File: config.mk
export PLATFORM = sky130hd
export DESIGN_NAME = vec_reduce
export DESIGN_NICKNAME = d
export VERILOG_FILES = /design/src/verilog/vec_pkg.sv /design/src/verilog/vec_reduce.sv
export SDC_FILE = /design/constraint.sdc
export NUM_CORES = 1
export LEC_CHECK = 0
export ABC_AREA = 1
export BUFFER_PORTS_ARGS = -buffer_cell sky130_fd_sc_hd__clkbuf_2
export CORE_MARGIN = 8
export CORE_UTILIZATION = 50
export DETAILED_ROUTE_END_ITERATION = 10
export MAX_ROUTING_LAYER = met4
export PLACE_DENSITY = 0.78
export SETUP_SLACK_MARGIN = 0.5
export SLEW_MARGIN = 10
export SYNTH_ARGS = -nofsm -noshare
export SYNTH_HDL_FRONTEND = slang
export SYNTH_SLANG_ARGS = --single-unit
File: constraint.sdc
create_clock -name clk_i -period 4 [get_ports clk_i]
set_input_delay 0.4 -clock clk_i [delete_from_list [all_inputs] [get_ports clk_i]]
set_output_delay 0.4 -clock clk_i [all_outputs]
set_load 0.03 [all_outputs]
File: src/verilog/vec_pkg.sv
`default_nettype none

package vec_pkg;

  //////////////////////////////////////////////////////////////////////
  // Geometry
  //////////////////////////////////////////////////////////////////////

  localparam int unsigned NR_LANES       = 4;
  localparam int unsigned ELEMS_PER_LANE = 4;
  // Element i of a register lives in lane i % 4, slot i / 4
  localparam int unsigned MAX_VL         = NR_LANES * ELEMS_PER_LANE;
  localparam int unsigned NR_VREGS       = 8;
  localparam int unsigned ELEM_W         = 32;

  //////////////////////////////////////////////////////////////////////
  // Types
  //////////////////////////////////////////////////////////////////////

  typedef logic [ELEM_W-1:0]                 elem_t;
  typedef logic [$clog2(NR_VREGS)-1:0]       vreg_idx_t;
  typedef logic [$clog2(ELEMS_PER_LANE)-1:0] slot_t;
  // One extra bit so that a full vector length fits
  typedef logic [$clog2(MAX_VL+1)-1:0]       vl_t;
  typedef logic [NR_LANES-1:0]               lane_mask_t;

  // Instructions accepted from the scalar core
  typedef enum logic [3:0] {
    OP_SETVL   = 4'h0,
    OP_VADD_VV = 4'h1,
    OP_VSUB_VV = 4'h2,
    OP_VAND_VV = 4'h3,
    OP_VXOR_VV = 4'h4,
    OP_VADD_VX = 4'h5,
    // Broadcast scalar into vd
    OP_VMV_VX  = 4'h6,
    // Scalar results
    OP_VREDSUM = 4'h7,
    OP_VMV_XS  = 4'h8
  } vec_op_e;

endpackage

`default_nettype wire

File: src/verilog/vec_reduce.sv
`timescale 1ns/1ps
`default_nettype none

module vec_reduce import vec_pkg::*; (
  input  logic                 clk_i,
  input  logic                 rst_n_i,
  // Lanes
  input  elem_t [NR_LANES-1:0] red_elem_i,
  input  logic                 red_valid_i,
  input  logic                 red_last_i,
  // Dispatcher
  output elem_t                red_sum_o,
  output logic                 red_done_o
);

  elem_t lane_sum;
  elem_t acc_q;
  logic  fresh_q;
  logic  done_q;

  //////////////////////////////////////////////////////////////////////
  // Cross-lane adder tree
  //////////////////////////////////////////////////////////////////////

  always_comb begin
    lane_sum = '0;
    for (int l = 0; l < NR_LANES; l++) begin
      lane_sum = lane_sum + red_elem_i[l];
    end
  end

  //////////////////////////////////////////////////////////////////////
  // Accumulator
  //////////////////////////////////////////////////////////////////////

  // fresh_q marks the first beat of a new reduction
  always_ff @(posedge clk_i or negedge rst_n_i) begin
    if (!rst_n_i) begin
      acc_q   <= '0;
      fresh_q <= 1'b1;
      done_q  <= 1'b0;
    end else begin
      done_q <= red_valid_i && red_last_i;
      if (red_valid_i) begin
        acc_q   <= (fresh_q ? elem_t'(0) : acc_q) + lane_sum;
        fresh_q <= red_last_i;
      end
    end
  end

  // Total stays put until the next reduction starts
  assign red_sum_o  = acc_q;
  assign red_done_o = done_q;

endmodule

`default_nettype wire

---- After elaboration in Yosys (flattened, before gate mapping) ----
Cells that the tools add are included.
word-level totals
  output and inout port bits .............. 33
  flip-flop bits (word level) ............. 34
  word-level logic and storage cells ...... 9
cells by class
  muxes and demuxes ....................... 1
  reduce and logical (&&, ||, !) cells .... 1
  add/subtract/negate cells ............... 4
operators by type and width
  cell               number
  $add 32x32->32     4
  $mux 32            1
  $logic_and 1x1->1  1

---- Logic depth before layout (Yosys ltp) ----
  depth after elaboration ................. 4
  mapped depth ............................ 19
  mapped depth without buffers ............ 19

---- Worst setup path after synthesis ----
Ideal clock, no wire load.
  kind .................................... input port to flip-flop
  from .................................... in red_elem_i[1] (netlist bit)
  to ...................................... reg acc_q[17] (netlist: red_sum_o[17])
  arrival ................................. 3,328 ps
  library setup time ...................... 66 ps
  cell stages on the path ................. 18
  data required time ...................... 3,934 ps
  buffers on the path ..................... 0
  setup slack ............................. 607 ps
  path through ............................ inv_1 -> fa_1 -> fa_1 -> fa_1 -> inv_1 -> ha_1 -> inv_1 -> fa_1 -> inv_1 -> nand3_1 -> nand3_1 -> nand2_1 -> nand2_1 -> nand2_1 -> nand2_1 -> xor2_1 -> nand2_1 -> nand2_1
on the way
  longest elaborated chain between the ends .. 4
ends and longest elaborated chain
  what                          line              text
  start, declared               vec_reduce.sv:8   input elem_t [NR_LANES-1:0] red_elem_i,
  $add 32x32->32 (3 in series)  vec_reduce.sv:28  lane_sum = lane_sum + red_elem_i[l];
  $add 32x32->32                vec_reduce.sv:45  acc_q <= (fresh_q ? elem_t'(0) : acc_q) + lane_sum;
  end signal, assigned          vec_reduce.sv:45
  end, declared                 vec_reduce.sv:17  elem_t acc_q;
Every way passes these cells.
A chain may end at the register's enable or synchronous reset.

---- Worst setup path in the final report ----
  from .................................... in red_elem_i[17] (netlist bit)
  to ...................................... reg acc_q[27] (netlist: red_sum_o[27])
Same word-level chain as after synthesis.

==> flow_summary.yaml <==
place:
  routabilityCongestion: 0.921
  dp_cells: 1325
  numPortBuffers: 164
  place_hpwl_um: 14400
yosys:
  ys_ff_latch: 34
  syn-num-nets: 1252
  syn_avg_cell_area_sq_um: 6.55
  syn_inst: 996
  ys_warn_count: 0
  synth_cell_types: 30
  netlist_area_sq_um: 6530
  yosysSeqAreaShare_pct: 13.1
global_routing:
  antenna_found_initial: 0
  grt_pass1_vias: 6262
  overflow: 0
  grt_pass1_wl_um: 28000
  grt_max_degree: 35
  grt_usage_pct: 20.9
cells_and_area:
  fillers: 1249
  layout-drive-gt1-share_pct: 20.5
  final_nets: 1418
  post-route-util_pct: 62.4
  num_antenna_cells: 0
  area_growth_pct: 21.2
  fin_cells: 1335
pwr:
  ir_drop_v: 0.000362
  cellLeakagePower_nw: 5.15
  total_power_mw: 6.43
  power_density_nw_per_um2: 813
setup_path:
  cp-end-kind: "flop"
  cp-start-kind: "primary input"
  r2r-start: "fresh_q"
  cp_data_arrival_time_ns: 3.51
  crit_end: "red_sum_o[27]"
  startpoint: "red_elem_i[17]"
  reg2reg_slack_ns: 0.97
  crit_fanout: 4
  r2r-end: "red_sum_o[17]"
  r2r_cells: 18
  path_class: "primary input to flop"
  worstPathRequired_ns: 4.18
timing:
  clock_skew_ns: 0.0106
  max_freq_mhz: 300
  slew_headroom_pct: 37.3
  min_period_over_period_pct: 83.4
  rsz0062_at_grt: "yes"
  fin_crit_ns: 3.33
  finalSetupTns_ns: 0
  slew_viol_final: 0
  setup_viol: 0
  hold_viol: 0
  worst_slew_pin_slew_ns: 0.941
detailed_routing:
  drc: 0
  dr_total_vias: 6078
  drtIter0Drc: 281
  routedWlPerCell_um: 12.4
  firstDrtPassIters: 7
  antenna_left: 0
  post_drt_via_cell_ratio: 4.55
  wl_um: 16600
clock_network:
  clock-sinks: 34
  cts_inserted_buffers: 5
  clk_pin_slew_ns: 0.06
  clk_latency_ns: 0.29
  cts_root_buf: "clkbuf_16"
  htreeDepth: 2
  cts_tree: "done"
  cts_hold_buf: 0
  clock_path_buffers: 2
die:
  dieWidth_um: 130
  core-area_sq_um: 12700
  die_area_sq_um: 17000
  fp-row-count: 41
  start_util_pct: 51.5
  dieHeight_um: 130
  ios: 165
job:
  drv_cap: 0
outcome:
  outcome: "completed"
hold_path:
  hp-class: "primary input to asynchronous set/reset pin"
## area by class of cell
| class | instances | area (sq um) | share of cell area, % |
|---|---|---|---|
| clock buffers | 6 | 129 | 1.63 |
| clock inverters | 2 | 13.8 | 0.174 |
| inverters | 364 | 1370 | 17.3 |
| multi-input cells | 588 | 4470 | 56.6 |
| flip-flops and latches | 34 | 852 | 10.8 |
| well taps | 172 | 215 | 2.72 |
| repair buffers | 169 | 858 | 10.9 |
## worst min-delay path by stage
stage	startpoint	to	slack (ns)	cells after the start
global placement	red_sum_o[1]	red_sum_o[1]	0.49	2
CTS	rst_n_i	red_sum_o[2]	0.29	1
detailed placement	red_sum_o[1]	red_sum_o[1]	0.50	2
global route	rst_n_i	red_sum_o[3]	0.33	1
floorplan	rst_n_i	red_done_o	0.10	0
finish	rst_n_i	red_sum_o[2]	0.24	1
## worst max-delay path: stages
cell and delay (ns):
clkbuf_2 0.07, inv_1 0.04, fa_1 0.52, inv_1 0.05, fa_1 0.47, inv_1 0.05
fa_1 0.49, inv_1 0.04, ha_1 0.33, nand2_1 0.17, inv_1 0.06, nand2_1 0.06
nand2_1 0.09, inv_1 0.13, nand2_1 0.13, a21oi_2 0.15, nand3_1 0.08, nand3_1 0.10
nand2_1 0.07
## report_power, final
| part | switching [mW] | total [mW] | internal [mW] |
|---|---|---|---|
| clock network | 0.170 | 0.402 | 0.232 |
| logic | 3.45 | 5.36 | 1.91 |
| registers | 0.148 | 0.672 | 0.524 |
| total | 3.77 | 6.43 | 2.66 |
## state kept, by name (all words and copies together), names as in the netlist
name        count
fresh_q         1
red_done_o      1
red_sum_o      32
## timing repair
action	4_1_cts	5_1_grt
buffers inserted	0	2
setup endpoints to repair	4	20
gates resized for setup	4	46
pin swaps	0	5
## synth_stat cells
cell type	number	area, sq um
a21oi_1	18	90.1
dfstp_2	1	26.3
or2_2	1	6.26
clkbuf_1	7	26.3
buf_2	3	15.0
nand3_1	48	240
xnor2_1	11	96.3
xor2_1	3	26.3
or2_1	2	12.5
o21bai_1	2	15.0
nor3_1	1	5.00
nand2_1	296	1110
nand3b_1	1	7.51
nor2_2	5	31.3
nand3_2	3	30.0
inv_1	363	1360
nor2_4	1	11.3
inv_2	1	3.75
a21oi_2	1	8.76
fa_1	92	1840
a21o_1	1	7.51
nand2_2	8	50.1
o21ai_0	10	50.1
nor2_1	39	146
nand4_1	5	31.3
o21ai_1	3	15.0
o22ai_1	1	6.26
ha_1	32	400
and2_1	4	25.0
dfrtp_1	33	826
## per-layer routing
metal  track usage (%)  share of wire (%)  vias up
met4              3.01                1.0        0
met1              26.4                 44     2802
met2              36.0                 49      164
met3              2.73                6.1       18
met5                 -                  0        -
li1                  -                  -     3094
## kinds of logic (layout without fill, tap and decap cells)
logic type | after synthesis | in the layout | synth area share, %
adder cells (fa/ha/maj) | 124 | 124 | 34.4
flip-flops | 34 | 34 | 13.1
AO/OA/AOI/OAI | 36 | 36 | 2.95
AND/OR/NAND/NOR | 414 | 414 | 26.2
XOR/XNOR | 14 | 14 | 1.88
buffers and inverters | 374 | 541 | 21.6
## cells in the final DEF (no fill, tap or decap), types with 11 or more instances in the layout
cell,instances
inv_1,361
nand2_1,288
clkbuf_2,164
fa_1,92
nand3_1,45
dfrtp_1,33
nor2_1,29
ha_1,22
nand2_2,14
nor2_2,12
xnor2_1,11
## through the flow
stage | worst slack [ns] | area (sq um) | hold slack (ns)
floorplan | 0.607 | 6530 | 0.104
global route | 0.447 | 7910 | 0.330
finish | 0.666 | 7910 | 0.239
detailed placement | 0.0797 | 7540 | 0.496
global placement | 0.130 | 7540 | 0.488
CTS | 0.526 | 7690 | 0.285
Power figures use the tool's default switching activity.
