[config.mk]
export PLATFORM = sky130hd
export DESIGN_NAME = vec_lane
export DESIGN_NICKNAME = d
export VERILOG_FILES = /design/src/verilog/vec_pkg.sv /design/src/verilog/vec_lane.sv
export SDC_FILE = /design/constraint.sdc
export NUM_CORES = 2
export LEC_CHECK = 0
export BUFFER_PORTS_ARGS = -buffer_cell sky130_fd_sc_hd__buf_2
export CAP_MARGIN = 20
export CORE_ASPECT_RATIO = 0.75
export CORE_MARGIN = 2
export CORE_UTILIZATION = 30
export CTS_CLUSTER_SIZE = 30
export DETAILED_ROUTE_END_ITERATION = 6
export MAX_ROUTING_LAYER = met4
export PLACE_DENSITY = 0.45
export SLEW_MARGIN = 20
export SYNTH_ARGS = -nofsm -noshare
export SYNTH_HDL_FRONTEND = slang
export SYNTH_SLANG_ARGS = --single-unit
[constraint.sdc]
create_clock -name clk_i -period 4.55 [get_ports clk_i]
set_input_delay 0.91 -clock clk_i [delete_from_list [all_inputs] [get_ports clk_i]]
set_output_delay 0.91 -clock clk_i [all_outputs]
set_load 0.005 [all_outputs]
[src/verilog/vec_pkg.sv]
`default_nettype none

package vec_pkg;

  //////////////////////////////////////////////////////////////////////
  // Geometry
  //////////////////////////////////////////////////////////////////////

  localparam int unsigned NR_LANES       = 4;
  localparam int unsigned ELEMS_PER_LANE = 4;
  // Element i of a register lives in lane i % 4, slot i / 4
  localparam int unsigned MAX_VL         = NR_LANES * ELEMS_PER_LANE;
  localparam int unsigned NR_VREGS       = 8;
  localparam int unsigned ELEM_W         = 32;

  //////////////////////////////////////////////////////////////////////
  // Types
  //////////////////////////////////////////////////////////////////////

  typedef logic [ELEM_W-1:0]                 elem_t;
  typedef logic [$clog2(NR_VREGS)-1:0]       vreg_idx_t;
  typedef logic [$clog2(ELEMS_PER_LANE)-1:0] slot_t;
  // One extra bit so that a full vector length fits
  typedef logic [$clog2(MAX_VL+1)-1:0]       vl_t;
  typedef logic [NR_LANES-1:0]               lane_mask_t;

  // Instructions accepted from the scalar core
  typedef enum logic [3:0] {
    OP_SETVL   = 4'h0,
    OP_VADD_VV = 4'h1,
    OP_VSUB_VV = 4'h2,
    OP_VAND_VV = 4'h3,
    OP_VXOR_VV = 4'h4,
    OP_VADD_VX = 4'h5,
    // Broadcast scalar into vd
    OP_VMV_VX  = 4'h6,
    // Scalar results
    OP_VREDSUM = 4'h7,
    OP_VMV_XS  = 4'h8
  } vec_op_e;

endpackage

`default_nettype wire

[src/verilog/vec_lane.sv]
`timescale 1ns/1ps
`default_nettype none

module vec_lane import vec_pkg::*; (
  input  logic      clk_i,
  input  logic      rst_n_i,
  // Beat from the sequencer
  input  logic      beat_valid_i,
  input  vec_op_e   beat_op_i,
  input  slot_t     beat_slot_i,
  input  vreg_idx_t beat_vd_i,
  input  vreg_idx_t beat_vs1_i,
  input  vreg_idx_t beat_vs2_i,
  input  elem_t     beat_scalar_i,
  input  logic      beat_en_i,
  input  logic      beat_last_i,
  // Reduction unit
  output elem_t     red_elem_o,
  output logic      red_valid_o,
  output logic      red_last_o
);

  // Register file slice of this lane
  elem_t     rf_q [NR_VREGS][ELEMS_PER_LANE];

  // Read stage
  logic      s1_valid_q;
  logic      s1_en_q;
  logic      s1_last_q;
  vec_op_e   s1_op_q;
  slot_t     s1_slot_q;
  vreg_idx_t s1_vd_q;
  vreg_idx_t s1_vs1_q;
  vreg_idx_t s1_vs2_q;
  elem_t     s1_scalar_q;

  // Execute stage
  logic      s2_valid_q;
  logic      s2_en_q;
  logic      s2_last_q;
  vec_op_e   s2_op_q;
  slot_t     s2_slot_q;
  vreg_idx_t s2_vd_q;
  elem_t     s2_a_q;
  elem_t     s2_b_q;
  elem_t     s2_scalar_q;

  elem_t     result;
  logic      s2_red;
  logic      s2_wr;

  //////////////////////////////////////////////////////////////////////
  // Pipeline registers
  //////////////////////////////////////////////////////////////////////

  always_ff @(posedge clk_i or negedge rst_n_i) begin
    if (!rst_n_i) begin
      s1_valid_q <= 1'b0;
      s2_valid_q <= 1'b0;
    end else begin
      s1_valid_q <= beat_valid_i;
      s2_valid_q <= s1_valid_q;
    end
  end

  always_ff @(posedge clk_i) begin
    s1_op_q     <= beat_op_i;
    s1_slot_q   <= beat_slot_i;
    s1_vd_q     <= beat_vd_i;
    s1_vs1_q    <= beat_vs1_i;
    s1_vs2_q    <= beat_vs2_i;
    s1_scalar_q <= beat_scalar_i;
    s1_en_q     <= beat_en_i;
    s1_last_q   <= beat_last_i;
    // Operand read from the register file
    s2_a_q      <= rf_q[s1_vs1_q][s1_slot_q];
    s2_b_q      <= rf_q[s1_vs2_q][s1_slot_q];
    s2_op_q     <= s1_op_q;
    s2_slot_q   <= s1_slot_q;
    s2_vd_q     <= s1_vd_q;
    s2_scalar_q <= s1_scalar_q;
    s2_en_q     <= s1_en_q;
    s2_last_q   <= s1_last_q;
  end

  //////////////////////////////////////////////////////////////////////
  // Execute and write back
  //////////////////////////////////////////////////////////////////////

  // vs2 is the first source, as in RVV (vsub gives vs2 - vs1)
  always_comb begin
    case (s2_op_q)
      OP_VADD_VV: result = s2_b_q + s2_a_q;
      OP_VSUB_VV: result = s2_b_q - s2_a_q;
      OP_VAND_VV: result = s2_b_q & s2_a_q;
      OP_VXOR_VV: result = s2_b_q ^ s2_a_q;
      OP_VADD_VX: result = s2_b_q + s2_scalar_q;
      OP_VMV_VX:  result = s2_scalar_q;
      default:    result = s2_b_q;
    endcase
  end

  assign s2_red = s2_valid_q && ((s2_op_q == OP_VREDSUM) || (s2_op_q == OP_VMV_XS));
  assign s2_wr  = s2_valid_q && s2_en_q && !s2_red;

  always_ff @(posedge clk_i or negedge rst_n_i) begin
    if (!rst_n_i) begin
      for (int r = 0; r < NR_VREGS; r++) begin
        for (int s = 0; s < ELEMS_PER_LANE; s++) begin
          rf_q[r][s] <= '0;
        end
      end
    end else if (s2_wr) begin
      rf_q[s2_vd_q][s2_slot_q] <= result;
    end
  end

  // Disabled lanes contribute zero to the sum
  assign red_elem_o  = (s2_red && s2_en_q) ? s2_b_q : '0;
  assign red_valid_o = s2_red;
  assign red_last_o  = s2_red && s2_last_q;

endmodule

`default_nettype wire

# Word level (Yosys, flattened, before mapping)
# Cells that the tools add are included.
dict set report totals {
  mem_bits_ro 0
  latchBits 0
  reg_bits 1182
  mem_count 0
  inputBits 52
  out_inout_bits 34
  word_cells 103
  mem_bits_rw 0
}
dict set report op_classes {
  reduce_logical 9
  shift 0
  order_cmp 7
  eq_ne 8
  n_div 0
  addsub 3
  muxes 19
  bitwise_logic 7
  mul 0
}
# op count
set ops {}
lappend ops {{bitwise mux 1024 bit} 1}
lappend ops {{binary-select mux 128 bit (select 3 bit)} 2}
lappend ops {{2-to-1 mux 128 bit} 5}
lappend ops {{demux 128 bit (select 3 bit)} 1}
lappend ops {{2-to-1 mux 32 bit} 6}
lappend ops {{one-hot mux 32 bit (6 select lines)} 1}
lappend ops {{binary-select mux 32 bit (select 2 bit)} 2}
lappend ops {{adder 32 bit} 2}
lappend ops {{demux 32 bit (select 2 bit)} 1}
lappend ops {{AND 32 bit} 1}
lappend ops {{subtractor 32 bit} 1}
lappend ops {{bitwise XOR 32 bit} 1}
lappend ops {{equality test 4 x 3 -> 1 bit (second input constant)} 4}
lappend ops {{>= comparator 4 bit (second input constant)} 3}
lappend ops {{NOT 3 -> 4 bit} 3}
lappend ops {{equality test 4 x 2 -> 1 bit (second input constant)} 2}
lappend ops {{logical AND 1 bit} 7}
lappend ops {{>= comparator 3 bit (second input constant)} 2}
lappend ops {{NOT 2 -> 3 bit} 2}
lappend ops {{equality test 4 x 1 -> 1 bit (second input constant)} 1}
lappend ops {{equality test 4 bit (second input constant)} 1}
lappend ops {{less-than comparator 4 x 1 -> 1 bit (second input constant)} 1}
lappend ops {{less-than comparator 3 x 1 -> 1 bit (second input constant)} 1}
lappend ops {{logical NOT 1 bit} 1}
lappend ops {{logical OR 1 bit} 1}

# Logic depth before layout (Yosys ltp)
dict set report depth {
  word_depth 8
  depth_mapped 22
  ltp_nobuf 20
}

# Worst setup path before layout
# Ideal clock, no wire load.
dict set report synth_path {
  kind {reg-to-reg}
  start {register s2_a_q[0]}
  end {register rf_q[1020] (netlist bit)}
  period_less_slack_ns 4.729
  path_buffers 1
  required_ns 4.485
  setup_slack_ns -0.179
  setup_time_ns 0.065
  path_stages_with_launch 21
  arrival_ns 4.664
  path_cell_list {dfxtp_1 > inv_1 > ha_1 > nand2_1 > or3_1 > or2_2 > or4_1 > nor2_1 > a211oi_1 > a221o_1 > ha_1 > and3_1 > o211ai_1 > a21oi_1 > o211ai_1 > and2_1 > o41ai_1 > mux2i_1 > o211a_1 > clkbuf_1 > mux2_2}
}
dict set report synth_between {
  elab_chain_len 3
  word_cells_on_any_way 4
  cone_classes {2 x add/sub; 2 x mux}
}
# item line_no
set synth_lines {}
lappend synth_lines {{start: declaration} vec_lane.sv:44} ;# elem_t s2_a_q;
lappend synth_lines {{start signal: assignment} vec_lane.sv:76} ;# s2_a_q <= rf_q[s1_vs1_q][s1_slot_q];
lappend synth_lines {{subtractor 32 bit / adder 32 bit (equally long branches)} {vec_lane.sv:94, vec_lane.sv:93}}
lappend synth_lines {{one-hot mux 32 bit (6 select lines) *} vec_lane.sv:92} ;# case (s2_op_q)
lappend synth_lines {{bitwise mux 1024 bit *} vec_lane.sv:114} ;# rf_q[s2_vd_q][s2_slot_q] <= result;
lappend synth_lines {{end signal: indexed assignment} vec_lane.sv:114}
lappend synth_lines {{end: declaration} vec_lane.sv:24} ;# elem_t rf_q [NR_VREGS][ELEMS_PER_LANE];
# Mark *: on every way between the ends. The rest lies on a longest branch, timed or not.
# A chain may end at the register's enable or synchronous reset.

# Worst setup path in the final report
dict set report layout_path {
  start {register s2_a_q[1]}
  end {register rf_q[696] (netlist bit)}
}
# Same word-level chain as after synthesis.

==> flow_summary.ini <==
[critical_path]
r2r_start = s2_a_q[1]$_DFF_P_
required_ps = 5210
rrSetupSlack_ps = -240
reg2reg_depth = 23
cp-start-kind = register
arrival_ps = 5450
r2r-end = rf_q[696]$_DFFE_PN0P_
worstSetupPathType = reg2reg
crit_path_end_kind = register
cp_max_fo = 8

[timing]
hold_viol_final = 0
worst_slack_ps = -245
slew_violations = 0
setup_viol = 263
setup_tns_ps = -27040
fin_crit_sh_pct = 105
rsz0062_at_grt = true
max_freq_mhz = 209
skew_ps = 52.5
min_period_ps = 4790
relSlewSlack_pct = 22.2
tightest_slew_ps = 1170

[layout]
fin_nets = 5397
syn2layout_area_growth_pct = 20.3
drive_gt1_share_pct = 32.8
multiInputGateArea_mm2 = 0.0314
seqCellArea_mm2 = 0.0288
postLayoutCoreUtil_pct = 36.4
fillers = 19400

[logic_synthesis]
ys_ff_latch = 1182
yosys.area.top_type = dfrtp_1
synth_cells = 5178
async_flop_share_pct = 86.8
yosys-top-cells-area = dfrtp_1 42%, mux4_2 24%, o21ai_0 7.2%
syn-cell-area_mm2 = 0.0606
yosysWarnings = 0
synth_area_per_cell_um2 = 11.7
syn_nets = 5301
synth_ff_type = dfrtp_1
seq_area_frac_synth_pct = 47.5
yosysMostFrequentCell = dfrtp_1
synth_edf_count = 0
yosysTopAreaCellShare_pct = 42.4
synthTopCellsByCount = 1026 x dfrtp_1, 986 x nand2_1, 867 x o21ai_0
ys_types = 77

[floorplan]
fp.dieW_um = 523
die_y_um = 393
initial_core_util_pct = 30.3
rows = 142
ios = 86
dieArea_mm2 = 0.206
core_mm2 = 0.200

[clock_network]
clkTransAtPathRegs_ps = 60
clk_latency_ps = 810
cts_buffers = 139
cts_root_buf = clkbuf_16
hold_buffers = 0
cts_tree = done
cts_sinks = 1182
clockBufferDepth = 4
htreeDepth = 4

[drt]
first_pass_iters = 7
wl_per_cell_um = 27.3
vias = 44100
ant_nets = 0
viasPerCell = 5.44
post-route-drc-count = 4
drt_iter0_drc = 4370
totalWireLength_mm = 222

[power_and_ir_drop]
power_w = 0.0267
ir_worst_vdd_mv = 0.259
p_per_area_mw_per_mm2 = 366
p_leak_nw = 30.6

[grt]
grt_max_degree = 155
grtUsageTotal_pct = 22.0
overflow = 0
grt_pass1_vias = 43400
antenna_found_initial = 23
grt_pass1_wl_mm = 318

[flow_run]
maxCapViolations = 0

[place]
dp_worst_setup_slack_ps = -376
numPortBuffers = 85
gp_congestion = 0.878
place_hpwl_mm = 135

[outcome]
outcome = finished with violations
violations = design-rule violations, negative setup slack

[min_path]
min_path_type = in2async
-- sequential cells by signal, indices dropped and copies added, names as in the netlist, 4 cells and up --
name,count
s2_op_q,4
s2_b_q,32
s1_scalar_q,32
s2_a_q,32
s2_scalar_q,32
rf_q,1024
s1_op_q,4
-- power by group --
group | leakage [nW] | internal [W] | total (W) | switching [W]
Sequential | 15.5 | 0.0110 | 0.0115 | 0.000531
Clock | 2.21 | 0.00663 | 0.0113 | 0.00469
Combinational | 13.0 | 0.00171 | 0.00380 | 0.00209
Total | 30.6 | 0.0194 | 0.0267 | 0.00730
-- layout make-up --
| type | instances | area share [%] |
|---|---|---|
| diodes | 69 | 0.237 |
| clock buffers | 200 | 5.60 |
| clock inverters | 39 | 0.548 |
| inverters | 20 | 0.106 |
| multi-input cells | 3483 | 43.1 |
| flip-flops and latches | 1182 | 39.6 |
| well taps | 2664 | 4.57 |
| repair buffers | 448 | 6.25 |
-- cells by family (layout without fill, tap and decap cells) --
| kind of cell | count (synthesis) | count (layout) | synth area share, % |
|---|---|---|---|
| buf+inv | 513 | 707 | 3.34 |
| compound gates | 1206 | 1206 | 11.0 |
| other cells | 0 | 69 | 0 |
| simple gates | 1378 | 1378 | 9.52 |
| mux | 806 | 806 | 26.8 |
| flops | 1182 | 1182 | 47.5 |
| fa+ha+maj | 71 | 71 | 1.48 |
| xor+xnor | 22 | 22 | 0.361 |
-- worst max path at each step --
stage                      start               endpoint  slack [ps]
2_1_floorplan  s2_a_q[0]$_DFF_P_  rf_q[214]$_DFFE_PN0P_         -40
3_3_place_gp   s2_a_q[0]$_DFF_P_  rf_q[763]$_DFFE_PN0P_        -500
3_5_place_dp   s2_a_q[1]$_DFF_P_  rf_q[283]$_DFFE_PN0P_        -380
4_1_cts        s2_a_q[1]$_DFF_P_  rf_q[696]$_DFFE_PN0P_        -160
5_1_grt        s2_a_q[0]$_DFF_P_  rf_q[696]$_DFFE_PN0P_        -410
6_report       s2_a_q[1]$_DFF_P_  rf_q[696]$_DFFE_PN0P_        -240
-- per-layer routing --
metal  global-route usage [%]  vias to the layer above  wire [um]
met5                        -                        -          0
met4                     5.21                        0       5380
met3                     6.97                      294      20400
met2                     30.2                     1477      91700
met1                     31.4                    22900     104000
li1                         -                    19400          -
-- placed cells by master, fill, tap and decap left out, types with 13 or more instances in the layout --
cell type | synthesis | routed
dfrtp_1 | 1026 | 1026
nand2_1 | 986 | 958
o21ai_0 | 867 | 697
mux4_2 | 640 | 640
buf_4 | 4 | 251
clkbuf_16 | 0 | 156
nor2_1 | 168 | 154
dfxtp_1 | 156 | 144
o21ai_2 | 0 | 125
a21oi_1 | 150 | 109
mux2_2 | 130 | 84
buf_2 | 19 | 84
buf_12 | 0 | 75
diode_2 | 0 | 69
nor3_1 | 68 | 63
ha_1 | 70 | 62
o21ai_1 | 12 | 55
mux2_4 | 0 | 46
and2_1 | 39 | 38
o211ai_1 | 34 | 34
mux2i_1 | 36 | 33
nor3_2 | 26 | 30
a222oi_1 | 30 | 30
a21oi_2 | 0 | 30
clkbuf_1 | 381 | 30
nand2_4 | 0 | 29
clkbuf_8 | 0 | 25
a221o_1 | 22 | 22
clkinv_2 | 0 | 22
inv_1 | 20 | 16
a21o_1 | 15 | 15
buf_6 | 6 | 14
nand2b_1 | 13 | 13
-- worst max-delay path, stage by stage (launching register included) --
cell	delay [ps]
dfxtp_2	330
inv_2	70
ha_4	130
nand2_2	50
or3_4	330
or2_4	250
or4_4	450
nor2_4	160
a211oi_2	90
a221o_1	310
ha_4	240
and3_4	170
a221o_1	330
o211ai_1	190
buf_4	170
buf_6	90
a21oi_2	40
o2111ai_2	200
and3_4	240
o31ai_4	80
buf_12	190
buf_12	150
buf_16	130
mux2_2	250
-- through the flow --
stage                     cell area [um^2]  hold WS [ps]  instances
after floorplan                      60600           310       5178
after CTS                            71600          26.9       8007
final                                72900          48.7       8105
after global placement               65800           314       7729
after global routing                 72900          48.7       8102
after detailed placement             65800           312       7729
-- repair_timing --
action,CTS,global route
pin swaps,39,126
setup endpoints to repair,416,400
buffers inserted,24,30
resized for setup,198,312
cloned,16,13
No activity file was read; power rests on OpenSTA's default activity.
