==> config.mk <==
export PLATFORM = sky130hd
export DESIGN_NAME = vec_dispatcher
export DESIGN_NICKNAME = d
export VERILOG_FILES = /design/src/verilog/vec_pkg.sv /design/src/verilog/vec_dispatcher.sv
export SDC_FILE = /design/constraint.sdc
export NUM_CORES = 1
export LEC_CHECK = 0
export BUFFER_PORTS_ARGS = -buffer_cell sky130_fd_sc_hd__buf_2
export CORE_UTILIZATION = 39
export DETAILED_ROUTE_END_ITERATION = 10
export PLACE_DENSITY = 0.8
export SYNTH_ARGS = -nofsm -noshare
export SYNTH_HDL_FRONTEND = slang
export SYNTH_SLANG_ARGS = --single-unit
==> constraint.sdc <==
create_clock -name clk_i -period 1.8 [get_ports clk_i]
set_input_delay 0 -clock clk_i [delete_from_list [all_inputs] [get_ports clk_i]]
set_output_delay 0 -clock clk_i [all_outputs]
set_load 0.02 [all_outputs]
==> src/verilog/vec_pkg.sv <==
`default_nettype none

package vec_pkg;

  //////////////////////////////////////////////////////////////////////
  // Geometry
  //////////////////////////////////////////////////////////////////////

  localparam int unsigned NR_LANES       = 4;
  localparam int unsigned ELEMS_PER_LANE = 4;
  // Element i of a register lives in lane i % 4, slot i / 4
  localparam int unsigned MAX_VL         = NR_LANES * ELEMS_PER_LANE;
  localparam int unsigned NR_VREGS       = 8;
  localparam int unsigned ELEM_W         = 32;

  //////////////////////////////////////////////////////////////////////
  // Types
  //////////////////////////////////////////////////////////////////////

  typedef logic [ELEM_W-1:0]                 elem_t;
  typedef logic [$clog2(NR_VREGS)-1:0]       vreg_idx_t;
  typedef logic [$clog2(ELEMS_PER_LANE)-1:0] slot_t;
  // One extra bit so that a full vector length fits
  typedef logic [$clog2(MAX_VL+1)-1:0]       vl_t;
  typedef logic [NR_LANES-1:0]               lane_mask_t;

  // Instructions accepted from the scalar core
  typedef enum logic [3:0] {
    OP_SETVL   = 4'h0,
    OP_VADD_VV = 4'h1,
    OP_VSUB_VV = 4'h2,
    OP_VAND_VV = 4'h3,
    OP_VXOR_VV = 4'h4,
    OP_VADD_VX = 4'h5,
    // Broadcast scalar into vd
    OP_VMV_VX  = 4'h6,
    // Scalar results
    OP_VREDSUM = 4'h7,
    OP_VMV_XS  = 4'h8
  } vec_op_e;

endpackage

`default_nettype wire

==> src/verilog/vec_dispatcher.sv <==
`timescale 1ns/1ps
`default_nettype none

module vec_dispatcher import vec_pkg::*; (
  input  logic      clk_i,
  input  logic      rst_n_i,
  // Scalar core request
  input  vec_op_e   acc_op_i,
  input  vreg_idx_t acc_vd_i,
  input  vreg_idx_t acc_vs1_i,
  input  vreg_idx_t acc_vs2_i,
  input  elem_t     acc_scalar_i,
  input  logic      acc_req_valid_i,
  output logic      acc_req_ready_o,
  // Scalar core response
  output elem_t     acc_resp_data_o,
  output logic      acc_resp_valid_o,
  input  logic      acc_resp_ready_i,
  // Sequencer
  output vec_op_e   seq_op_o,
  output vreg_idx_t seq_vd_o,
  output vreg_idx_t seq_vs1_o,
  output vreg_idx_t seq_vs2_o,
  output elem_t     seq_scalar_o,
  output vl_t       seq_vl_o,
  output logic      seq_valid_o,
  input  logic      seq_ready_i,
  // Reduction unit
  input  elem_t     red_sum_i,
  input  logic      red_done_i
);

  typedef enum logic [1:0] {
    ST_IDLE,
    ST_WAIT,
    ST_RESP
  } disp_state_e;

  disp_state_e state_q;
  disp_state_e state_d;
  vl_t         vl_q;
  vl_t         new_vl;
  elem_t       resp_q;
  logic        is_setvl;
  logic        needs_result;
  logic        req_fire;

  //////////////////////////////////////////////////////////////////////
  // Request decode
  //////////////////////////////////////////////////////////////////////

  assign is_setvl     = (acc_op_i == OP_SETVL);
  assign needs_result = (acc_op_i == OP_VREDSUM) || (acc_op_i == OP_VMV_XS);

  // SETVL runs here, so it does not wait for the sequencer
  assign acc_req_ready_o = (state_q == ST_IDLE) && (is_setvl || seq_ready_i);
  assign req_fire        = acc_req_valid_i && acc_req_ready_o;

  // Clamp requested length to the register size
  assign new_vl = (acc_scalar_i > MAX_VL) ? vl_t'(MAX_VL) : vl_t'(acc_scalar_i);

  assign seq_valid_o  = acc_req_valid_i && (state_q == ST_IDLE) && !is_setvl;
  assign seq_op_o     = acc_op_i;
  assign seq_vd_o     = acc_vd_i;
  assign seq_vs1_o    = acc_vs1_i;
  assign seq_vs2_o    = acc_vs2_i;
  assign seq_scalar_o = acc_scalar_i;
  assign seq_vl_o     = vl_q;

  //////////////////////////////////////////////////////////////////////
  // Response FSM
  //////////////////////////////////////////////////////////////////////

  always_comb begin
    state_d = state_q;
    case (state_q)
      ST_IDLE: begin
        if (req_fire && is_setvl) begin
          state_d = ST_RESP;
        end else if (req_fire && needs_result) begin
          state_d = ST_WAIT;
        end
      end
      ST_WAIT: begin
        if (red_done_i) begin
          state_d = ST_RESP;
        end
      end
      ST_RESP: begin
        if (acc_resp_ready_i) begin
          state_d = ST_IDLE;
        end
      end
      default: state_d = ST_IDLE;
    endcase
  end

  always_ff @(posedge clk_i or negedge rst_n_i) begin
    if (!rst_n_i) begin
      state_q <= ST_IDLE;
      vl_q    <= vl_t'(MAX_VL);
    end else begin
      state_q <= state_d;
      if (req_fire && is_setvl) begin
        vl_q <= new_vl;
      end
    end
  end

  // Response data held until the core takes it
  always_ff @(posedge clk_i) begin
    if (req_fire && is_setvl) begin
      resp_q <= elem_t'(new_vl);
    end else if ((state_q == ST_WAIT) && red_done_i) begin
      resp_q <= red_sum_i;
    end
  end

  assign acc_resp_valid_o = (state_q == ST_RESP);
  assign acc_resp_data_o  = resp_q;

endmodule

`default_nettype wire

# Word level (Yosys, flattened, before mapping)
# Cells that the tools add are included.
[classes]
n_eq_ne = 7
reduce_logical = 14
muxes = 8
magnitude_cmp = 1
[ops]
columns = ["cell", "count"]
rows = [
  ["32-bit by 5-bit greater-than comparator with 1-bit output, second input constant", 1],
  ["5-bit two-way mux", 3],
  ["2-bit two-way mux", 4],
  ["1-bit logical AND", 7],
  ["2-bit case mux with 3 select lines", 1],
  ["4-bit by 3-bit equality test with 1-bit output, second input constant", 1],
  ["4-bit equality test, second input constant", 1],
  ["4-bit logical NOT", 1],
  ["3-bit by 1-bit != test with 1-bit output, second input constant", 1],
  ["3-bit AND reduction", 1],
  ["2-bit by 1-bit equality test with 1-bit output, second input constant", 1],
  ["2-bit equality test, second input constant", 1],
  ["2-bit logical NOT", 1],
  ["1-bit logical OR", 2],
  ["2-bit by 1-bit != test with 1-bit output, second input constant", 1],
  ["2-bit != test, second input constant", 1],
  ["2-bit nonzero test", 1],
  ["1-bit logical NOT", 1],
]
[word_totals]
out_inout_bits = 85
inputBits = 83
register_bits = 39
elab_cells = 34

# Longest topological paths before layout
# Gate-level depths: netlist of the first run.
[logic_depth]
ltp_word = 8
ltp_mapped = 6
depth_no_buf = 3

# Worst setup path before layout of the first run
# Ideal clock, no wire load.
[synth_path]
path_type = "register -> register"
start = "reg state_q[0]"
end = "reg resp_q[4], in the netlist acc_resp_data_o[4] (data pin)"
setup_ns = 0.261
t_required_ns = 1.539
path_stages_with_launch = 6
path_buffers = 2
slack_ns = 0.188
period_less_slack_ns = 1.612
arrival_ns = 1.351
cell_sequence = "dfrtp_1 or3b_2 buf_2 nor2_8 buf_8 a31oi_1"
[synth_via]
elab_chain_len = 5
[synth_rtl]
columns = ["element", "line_no", "rtl"]
rows = [
  ["from (decl)", "vec_dispatcher.sv:39", "disp_state_e state_q;"],
  ["from (signal assigned)", "vec_dispatcher.sv:103", "state_q <= state_d;"],
  ["2-bit logical NOT", "vec_dispatcher.sv:56", "assign acc_req_ready_o = (state_q == ST_IDLE) && (is_setvl || seq_ready_i);"],
  ["1-bit logical AND", "vec_dispatcher.sv:56", ""],
  ["1-bit logical AND", "vec_dispatcher.sv:57", "assign req_fire = acc_req_valid_i && acc_req_ready_o;"],
  ["1-bit logical AND", "vec_dispatcher.sv:112", "if (req_fire && is_setvl) begin"],
  ["5-bit two-way mux", "vec_dispatcher.sv:112", ""],
  ["to (signal assigned)", "vec_dispatcher.sv:113", "resp_q <= elem_t'(new_vl);"],
  ["to (signal assigned)", "vec_dispatcher.sv:115", "resp_q <= red_sum_i;"],
  ["to (decl)", "vec_dispatcher.sv:43", "elem_t resp_q;"],
]
# Every way passes these cells.
# A chain may end at the register's enable or synchronous reset.

# Worst setup path after layout of the first run
[layout_path]
start = "reg state_q[1]"
end = "reg resp_q[1], in the netlist acc_resp_data_o[1] (data pin)"
# Same word-level chain as after synthesis.

==> flow_summary.json, run 1 <==
{
  "outcome": "finished, final reports clean",
  "drt-total-wl_um": 5540,
  "synthToLayoutAreaGrowth_pct": 42.7,
  "r2r_setup_slack_ns": 0.08,
  "ant_nets": 0,
  "drtIter0Drc": 50,
  "worstSetupEndpointType": "flop",
  "overflow": 0,
  "die_width_um": 74.6,
  "hold_path_class": "in2out",
  "finClkSkew_ns": 0.00202,
  "timing.critical_path.from_type": "flop",
  "min_path_cells": 0,
  "final_nets": 449,
  "critical-path-max-stage-delay_ns": 0.62,
  "worstMarginPinSlew_ns": 0.402,
  "crit_required_ns": 1.82,
  "power-per-cell-area_nw_per_um2": 944,
  "setup_ws_ns": 0.0813,
  "critPathTopFamily": "simple AND/OR/NAND/NOR gates",
  "min_period_ns": 1.72,
  "clock.fmax_ghz": 0.582,
  "synth_warnings": 0,
  "gp_routability_congestion": 0.865,
  "rsz0062_at_grt": "true",
  "later_pin_clock_latency_in_the_skew_report_ns": 0.28,
  "numClockSinks": 39,
  "die-area_um2": 5570,
  "worst-path-buf-inv": 0,
  "mappedNetlistNets": 316,
  "route.detailed.vias_per_inst": 4.69,
  "switchingPower_w": 0.000874,
  "routed-via-count": 2049,
  "postSynthAreaPerCell_um2": 8.83,
  "setup_viol": 0,
  "detailedPlace.worstSlack_ns": 0.103,
  "grt_start_max_net_pins": 28,
  "cap_viol_max_count": 0,
  "timing.rr.start": "state_q[1]",
  "ctsRootBufferMaster": "clkbuf_8",
  "timing.critical_path.cells": "or3b_2 > o21ai_0 > o41ai_2",
  "clkPwrFrac_pct": 28.3,
  "layout.cells.most_common": "buf_2",
  "startpoint_of_the_worst_hold_path": "acc_vs2_i[2]",
  "grt_pass1_vias": 1824,
  "cellLeakagePower_nw": 1.44,
  "swShare_pct": 31.5,
  "synth-seq-area-share_pct": 42.1,
  "grt_pass1_wl_um": 8000,
  "starting_density_of_the_core_pct": 40.3,
  "share_seq_of_total_power_pct": 40.8,
  "crit_start": "state_q[1]",
  "final.period_utilization_pct": 95.5,
  "hold_path_end": "seq_vs2_o[2]",
  "critical_path.slowest_cell": "or3b_2",
  "cts_buffers": 5,
  "async_reset_ff_share_pct": 17.9,
  "grt_antenna_before_repair": 0,
  "yosys_cell_types": 38,
  "avgRoutedWirePerCell_um": 12.7,
  "cp_max_fo": 10,
  "placement.io_buffers": 149,
  "clkSlewWorstSetupHoldPaths_ns": 0.07,
  "final_max_slew_viol_count": 0,
  "postLayoutCoreUtil_pct": 57.5,
  "number_of_i_o_pins": 168,
  "postSynthRegisterBits": 39,
  "worstPathArrival_ns": 1.74,
  "finalHoldViolCount": 0,
  "biggest_area_consumer_among_synthesized_cells": "dfxtp_1",
  "p_int_w": 0.00190,
  "dr.pass1.iters": 4,
  "cts_buffer_depth": 2,
  "detailed_route_drc_error_count": 0,
  "diodes_inserted": 0,
  "vdd_ir_drop_max_uv": 340,
  "core_region_area_um2": 5110,
  "floorplan.rows": 26,
  "die_h_um": 74.6,
  "synth_area_leaders": "dfxtp_1 26%, buf_4 16%, nand2_1 10%",
  "netlist.area_leader.share_pct": 26.3,
  "post-cts-setup-buffers": 0,
  "reg2reg_depth": 3,
  "setup-tns-final_ns": 0,
  "grtUsageTotal_pct": 19.1,
  "drive_above_1_share_pct": 48.8,
  "dp_hpwl_um": 3920,
  "power_frac_comb_pct": 30.9,
  "worst_slew_margin_rel_pct": 73.0,
  "synthesis.area_um2": 2060,
  "h_tree_lvl_count": 2,
  "synth_flop_cell": "dfxtp_1",
  "synth_enable_flop_cells": 5,
  "postSynthCellCount": 233,
  "worstSetupPathType": "reg2reg",
  "clock_tree_from_tritoncts": "built",
  "most-common-layout-cells": "149 x buf_2, 56 x nand2_1, 28 x dlygate4sd3_1",
  "rr_endpoint": "acc_resp_data_o[1]"
}
[per-layer routing]
metal	track usage (%)	vias to the layer above	wire, um
met5	0	-	0
met4	4.61	0	40
met1	21.7	918	2200
met2	35.4	109	2920
met3	5.09	4	384
li1	-	1018	-
[synthesized netlist by cell type, types with 2 or more instances]
cell,count
dfrtp_1,6
buf_2,5
a21oi_2,10
nand2_1,56
edfxtp_1,5
nor2_1,2
nor4_1,7
a31oi_1,2
buf_4,45
o41ai_1,8
a21oi_1,21
o21ai_0,9
dfxtp_1,27
clkbuf_1,2
nor2b_1,2
inv_1,4
[sequential cells by signal (all words and copies together) (netlist names)]
| name | cells |
|---|---|
| state_q | 2 |
| acc_resp_data_o | 32 |
| seq_vl_o | 5 |
[per-stage QoR]
| step | cells | cell area, um^2 | power (W) | hold WS [ns] |
|---|---|---|---|---|
| 2_1_floorplan | 233 | 2060 | 0.00171 | -0.296 |
| 3_3_place_gp | 401 | 2520 | 0.00193 | -0.160 |
| 3_5_place_dp | 401 | 2520 | 0.00195 | -0.159 |
| 4_1_cts | 437 | 2930 | 0.00279 | 0.000137 |
| 5_1_grt | 437 | 2940 | 0.00294 | 0.0000303 |
| 6_report | 437 | 2940 | 0.00277 | 0.00000776 |
[repair_timing]
action	CTS	global route
setup endpoints to repair	0	1
hold buffers	28	0
endpoints found under the hold margin	34	0
resized for setup	0	1
[worst max path at each step]
stage                              end  cells after the start
floorplan           acc_resp_data_o[4]                      5
global placement           seq_vl_o[4]                      4
detailed placement  acc_resp_data_o[1]                      4
CTS                 acc_resp_data_o[1]                      4
global route        acc_resp_data_o[2]                      4
finish              acc_resp_data_o[1]                      3
[cells by family after synthesis]
family | Yosys count | synth area share [%]
buffers and inverters | 60 | 21.2
DFF | 39 | 42.1
AOI/OAI and AO/OA | 51 | 16.0
and+or+nand+nor | 83 | 20.7
[final cells by class]
class | instances | area [um^2]
inverter | 4 | 15.0
fill | 456 | 2170
multi-input combinational | 134 | 763
sequential | 39 | 867
clock buffer | 7 | 97.6
timing repair buffer | 182 | 1080
clock inverter | 1 | 30.0
tap | 70 | 87.6
[worst register-to-register path, cell delays in order (launching register included)]
cell and delay, ns:
dfrtp_1 0.46, or3b_2 0.62, o21ai_0 0.26, o41ai_2 0.12
[power groups by stage]
stage | clock network [W] | registers, W | logic [W]
after floorplan | 0 | 0.00134 | 0.000367
after global placement | 0 | 0.00114 | 0.000790
after detailed placement | 0 | 0.00115 | 0.000806
after CTS | 0.000808 | 0.00113 | 0.000853
after global routing | 0.000855 | 0.00115 | 0.000939
final | 0.000786 | 0.00113 | 0.000856
(Power assumes the default switching activity.)
==> run 2, diff against run 1 <==
--- a/config.mk
+++ b/config.mk
@@ -6,9 +6,9 @@
 export NUM_CORES = 1
 export LEC_CHECK = 0
 export BUFFER_PORTS_ARGS = -buffer_cell sky130_fd_sc_hd__buf_2
-export CORE_UTILIZATION = 39
+export CORE_UTILIZATION = 42
 export DETAILED_ROUTE_END_ITERATION = 10
-export PLACE_DENSITY = 0.8
+export PLACE_DENSITY = 0.95
 export SYNTH_ARGS = -nofsm -noshare
 export SYNTH_HDL_FRONTEND = slang
 export SYNTH_SLANG_ARGS = --single-unit
==> constraint.sdc (replaced) <==
create_clock -name clk_i -period 2 [get_ports clk_i]
set_input_delay 0 -clock clk_i [delete_from_list [all_inputs] [get_ports clk_i]]
set_output_delay 0 -clock clk_i [all_outputs]
set_load 0.02 [all_outputs]
==> run 2 against run 1 <==
  * The run now ends with design-rule violations left
  * Non-clock buffer count down 1
  * Total power decreased by 13%
  * Sequential power shrank 9.7%
  * Sequential share of layout area increased by 0.32 points
  * Largest power group unchanged
  * Cell area is 1.1% lower
  * Setup slack better by 0.15 ns
  * Critical endpoint is now seq_valid_o
  * Clock power fell by 21%
  * Cell count shrank 0.92%
  * Hold slack about the same
  * Routed wire length increased by 0.58%
  * Via count increased by 3.6%
  * Critical path depth stayed put
==> flow_summary.json, run 2 (synthesized netlist as in run 1, its figures left out) <==
{
  "timing.critical_path.cells": "or3b_2 > nor2_1 > buf_2",
  "min_path_cells": 0,
  "final_nets": 448,
  "drive_above_1_share_pct": 48.4,
  "critPathTopFamily": "simple AND/OR/NAND/NOR gates",
  "core_region_area_um2": 4720,
  "power-per-cell-area_nw_per_um2": 831,
  "rsz0062_at_grt": "false",
  "die_h_um": 72.0,
  "drtIter0Drc": 88,
  "placement.io_buffers": 149,
  "r2r_setup_slack_ns": 0.26,
  "cap_viol_max_count": 0,
  "dr.pass1.iters": 7,
  "timing.rr.start": "state_q[0]",
  "multi_input_gate_area_in_the_final_layout_um2": 756,
  "numClockSinks": 39,
  "ctsRootBufferMaster": "clkbuf_8",
  "setup-tns-final_ns": 0,
  "die_width_um": 72.0,
  "min_period_ns": 1.77,
  "later_pin_clock_latency_in_the_skew_report_ns": 0.29,
  "grt_start_max_net_pins": 29,
  "worstPathArrival_ns": 1.77,
  "postLayoutCoreUtil_pct": 61.5,
  "h_tree_lvl_count": 2,
  "rr_endpoint": "acc_resp_data_o[4]",
  "worst-path-buf-inv": 1,
  "cp_max_fo": 10,
  "dp_hpwl_um": 3940,
  "cts_buffer_depth": 2,
  "clock.fmax_ghz": 0.565,
  "final_max_slew_viol_count": 0,
  "cellLeakagePower_nw": 1.43,
  "number_of_i_o_pins": 168,
  "grt_pass1_wl_um": 8240,
  "worstSetupPathType": "reg2out",
  "flip_flop_count_of_the_largest_register_after_layout": 32,
  "drt-total-wl_um": 5580,
  "ant_nets": 0,
  "critical-path-max-stage-delay_ns": 0.64,
  "cts_buffers": 5,
  "clock_tree_from_tritoncts": "built",
  "routed-via-count": 2122,
  "regArea_um2": 867,
  "worstSetupEndpointType": "output port",
  "setup_viol": 0,
  "synthToLayoutAreaGrowth_pct": 41.2,
  "grt_pass1_vias": 1913,
  "clkSlewWorstSetupHoldPaths_ns": 0.07,
  "layout.cells.most_common": "buf_2",
  "switchingPower_w": 0.000801,
  "critical_path.slowest_cell": "or3b_2",
  "power_frac_comb_pct": 32.0,
  "timing.critical_path.from_type": "flop",
  "p_int_w": 0.00161,
  "die-area_um2": 5180,
  "worst_slew_margin_rel_pct": 72.3,
  "hold_path_end": "seq_vs2_o[0]",
  "most-common-layout-cells": "149 x buf_2, 56 x nand2_1, 29 x dlygate4sd3_1",
  "finClkSkew_ns": 0.00135,
  "grtUsageTotal_pct": 20.4,
  "swShare_pct": 33.2,
  "crit_required_ns": 2.00,
  "startpoint_of_the_worst_hold_path": "acc_vs2_i[0]",
  "final.period_utilization_pct": 88.5,
  "diodes_inserted": 0,
  "avgRoutedWirePerCell_um": 12.9,
  "fillers": 386,
  "violations": "design-rule violations",
  "vdd_ir_drop_max_uv": 322,
  "overflow": 0,
  "grt_antenna_before_repair": 0,
  "reg2reg_depth": 3,
  "gp_routability_congestion": 0.798,
  "route.detailed.vias_per_inst": 4.90,
  "hold_path_class": "in2out",
  "finalHoldViolCount": 0,
  "starting_density_of_the_core_pct": 43.6,
  "share_seq_of_total_power_pct": 42.3,
  "floorplan.rows": 25,
  "clkPwrFrac_pct": 25.7,
  "outcome": "finished with violations",
  "worstMarginPinSlew_ns": 0.412,
  "detailed_route_drc_error_count": 2
}
-- run 2: changes by cell type in the layout (fill, tap and decap cells not counted) --
cell,change
buf_4,-2
dlygate4sd3_1,+1
clkinv_2,+1
o41ai_1,+1
clkbuf_8,+1
bufinv_16,-1
o41ai_2,-1
clkbuf_1,-1
-- run 2: area by class of cell --
cell class | count | share of cell area [%]
Timing Repair Buffer | 181 | 36.9
Sequential cell | 39 | 29.8
Multi-Input combinational cell | 134 | 26.0
Clock buffer | 7 | 3.70
Tap cell | 67 | 2.89
Clock inverter | 1 | 0.172
Inverter | 4 | 0.517
-- run 2: timing repair --
action,4_1_cts,5_1_grt
hold buffers,29,0
resized for setup,0,0
setup buffers,0,0
hold endpoints to repair,35,0
-- run 2: routing by layer --
layer  wire, um  vias to the layer above  track usage, %
met1       2190                      957            21.9
met3        350                       23            4.44
li1           -                     1024               -
met5          0                        -               0
met2       2830                      118            36.1
met4        207                        0            13.5
-- run 2: through the flow --
step           instance area [um^2]  hold slack (ns)  worst slack (ns)  instances  total power [W]
2_1_floorplan                  2060           -0.296             0.388        233          0.00154
3_3_place_gp                   2500           -0.164             0.317        396          0.00173
3_5_place_dp                   2500           -0.160             0.269        396          0.00176
4_1_cts                        2910         0.000173             0.192        433          0.00242
5_1_grt                        2910        0.0000428             0.141        433          0.00252
6_report                       2910       0.00000560             0.231        433          0.00241
-- run 2: worst reg2reg max path, stage by stage, from the launching register on --
cell and delay [ns]:
dfrtp_1 0.46, or3b_2 0.64, nor2_8 0.26, a31oi_1 0.12
-- run 2: power groups by stage --
stage          Sequential [W]  Clock (W)  Combinational [W]
6_report              0.00102   0.000621           0.000773
3_3_place_gp          0.00103          0           0.000707
5_1_grt               0.00103   0.000658           0.000835
3_5_place_dp          0.00103          0           0.000725
4_1_cts               0.00102   0.000637           0.000770
2_1_floorplan         0.00121          0           0.000330
-- run 2: how the worst max path moves through the flow --
stage | depth (start not counted) | start | end | slack [ns]
6_report | 3 | state_q[0] | seq_valid_o | 0.23
5_1_grt | 3 | state_q[0] | seq_valid_o | 0.14
4_1_cts | 3 | state_q[0] | seq_valid_o | 0.19
3_5_place_dp | 3 | state_q[0] | acc_resp_data_o[4] | 0.27
3_3_place_gp | 3 | state_q[0] | acc_resp_data_o[4] | 0.32
2_1_floorplan | 5 | state_q[0] | acc_resp_data_o[4] | 0.39
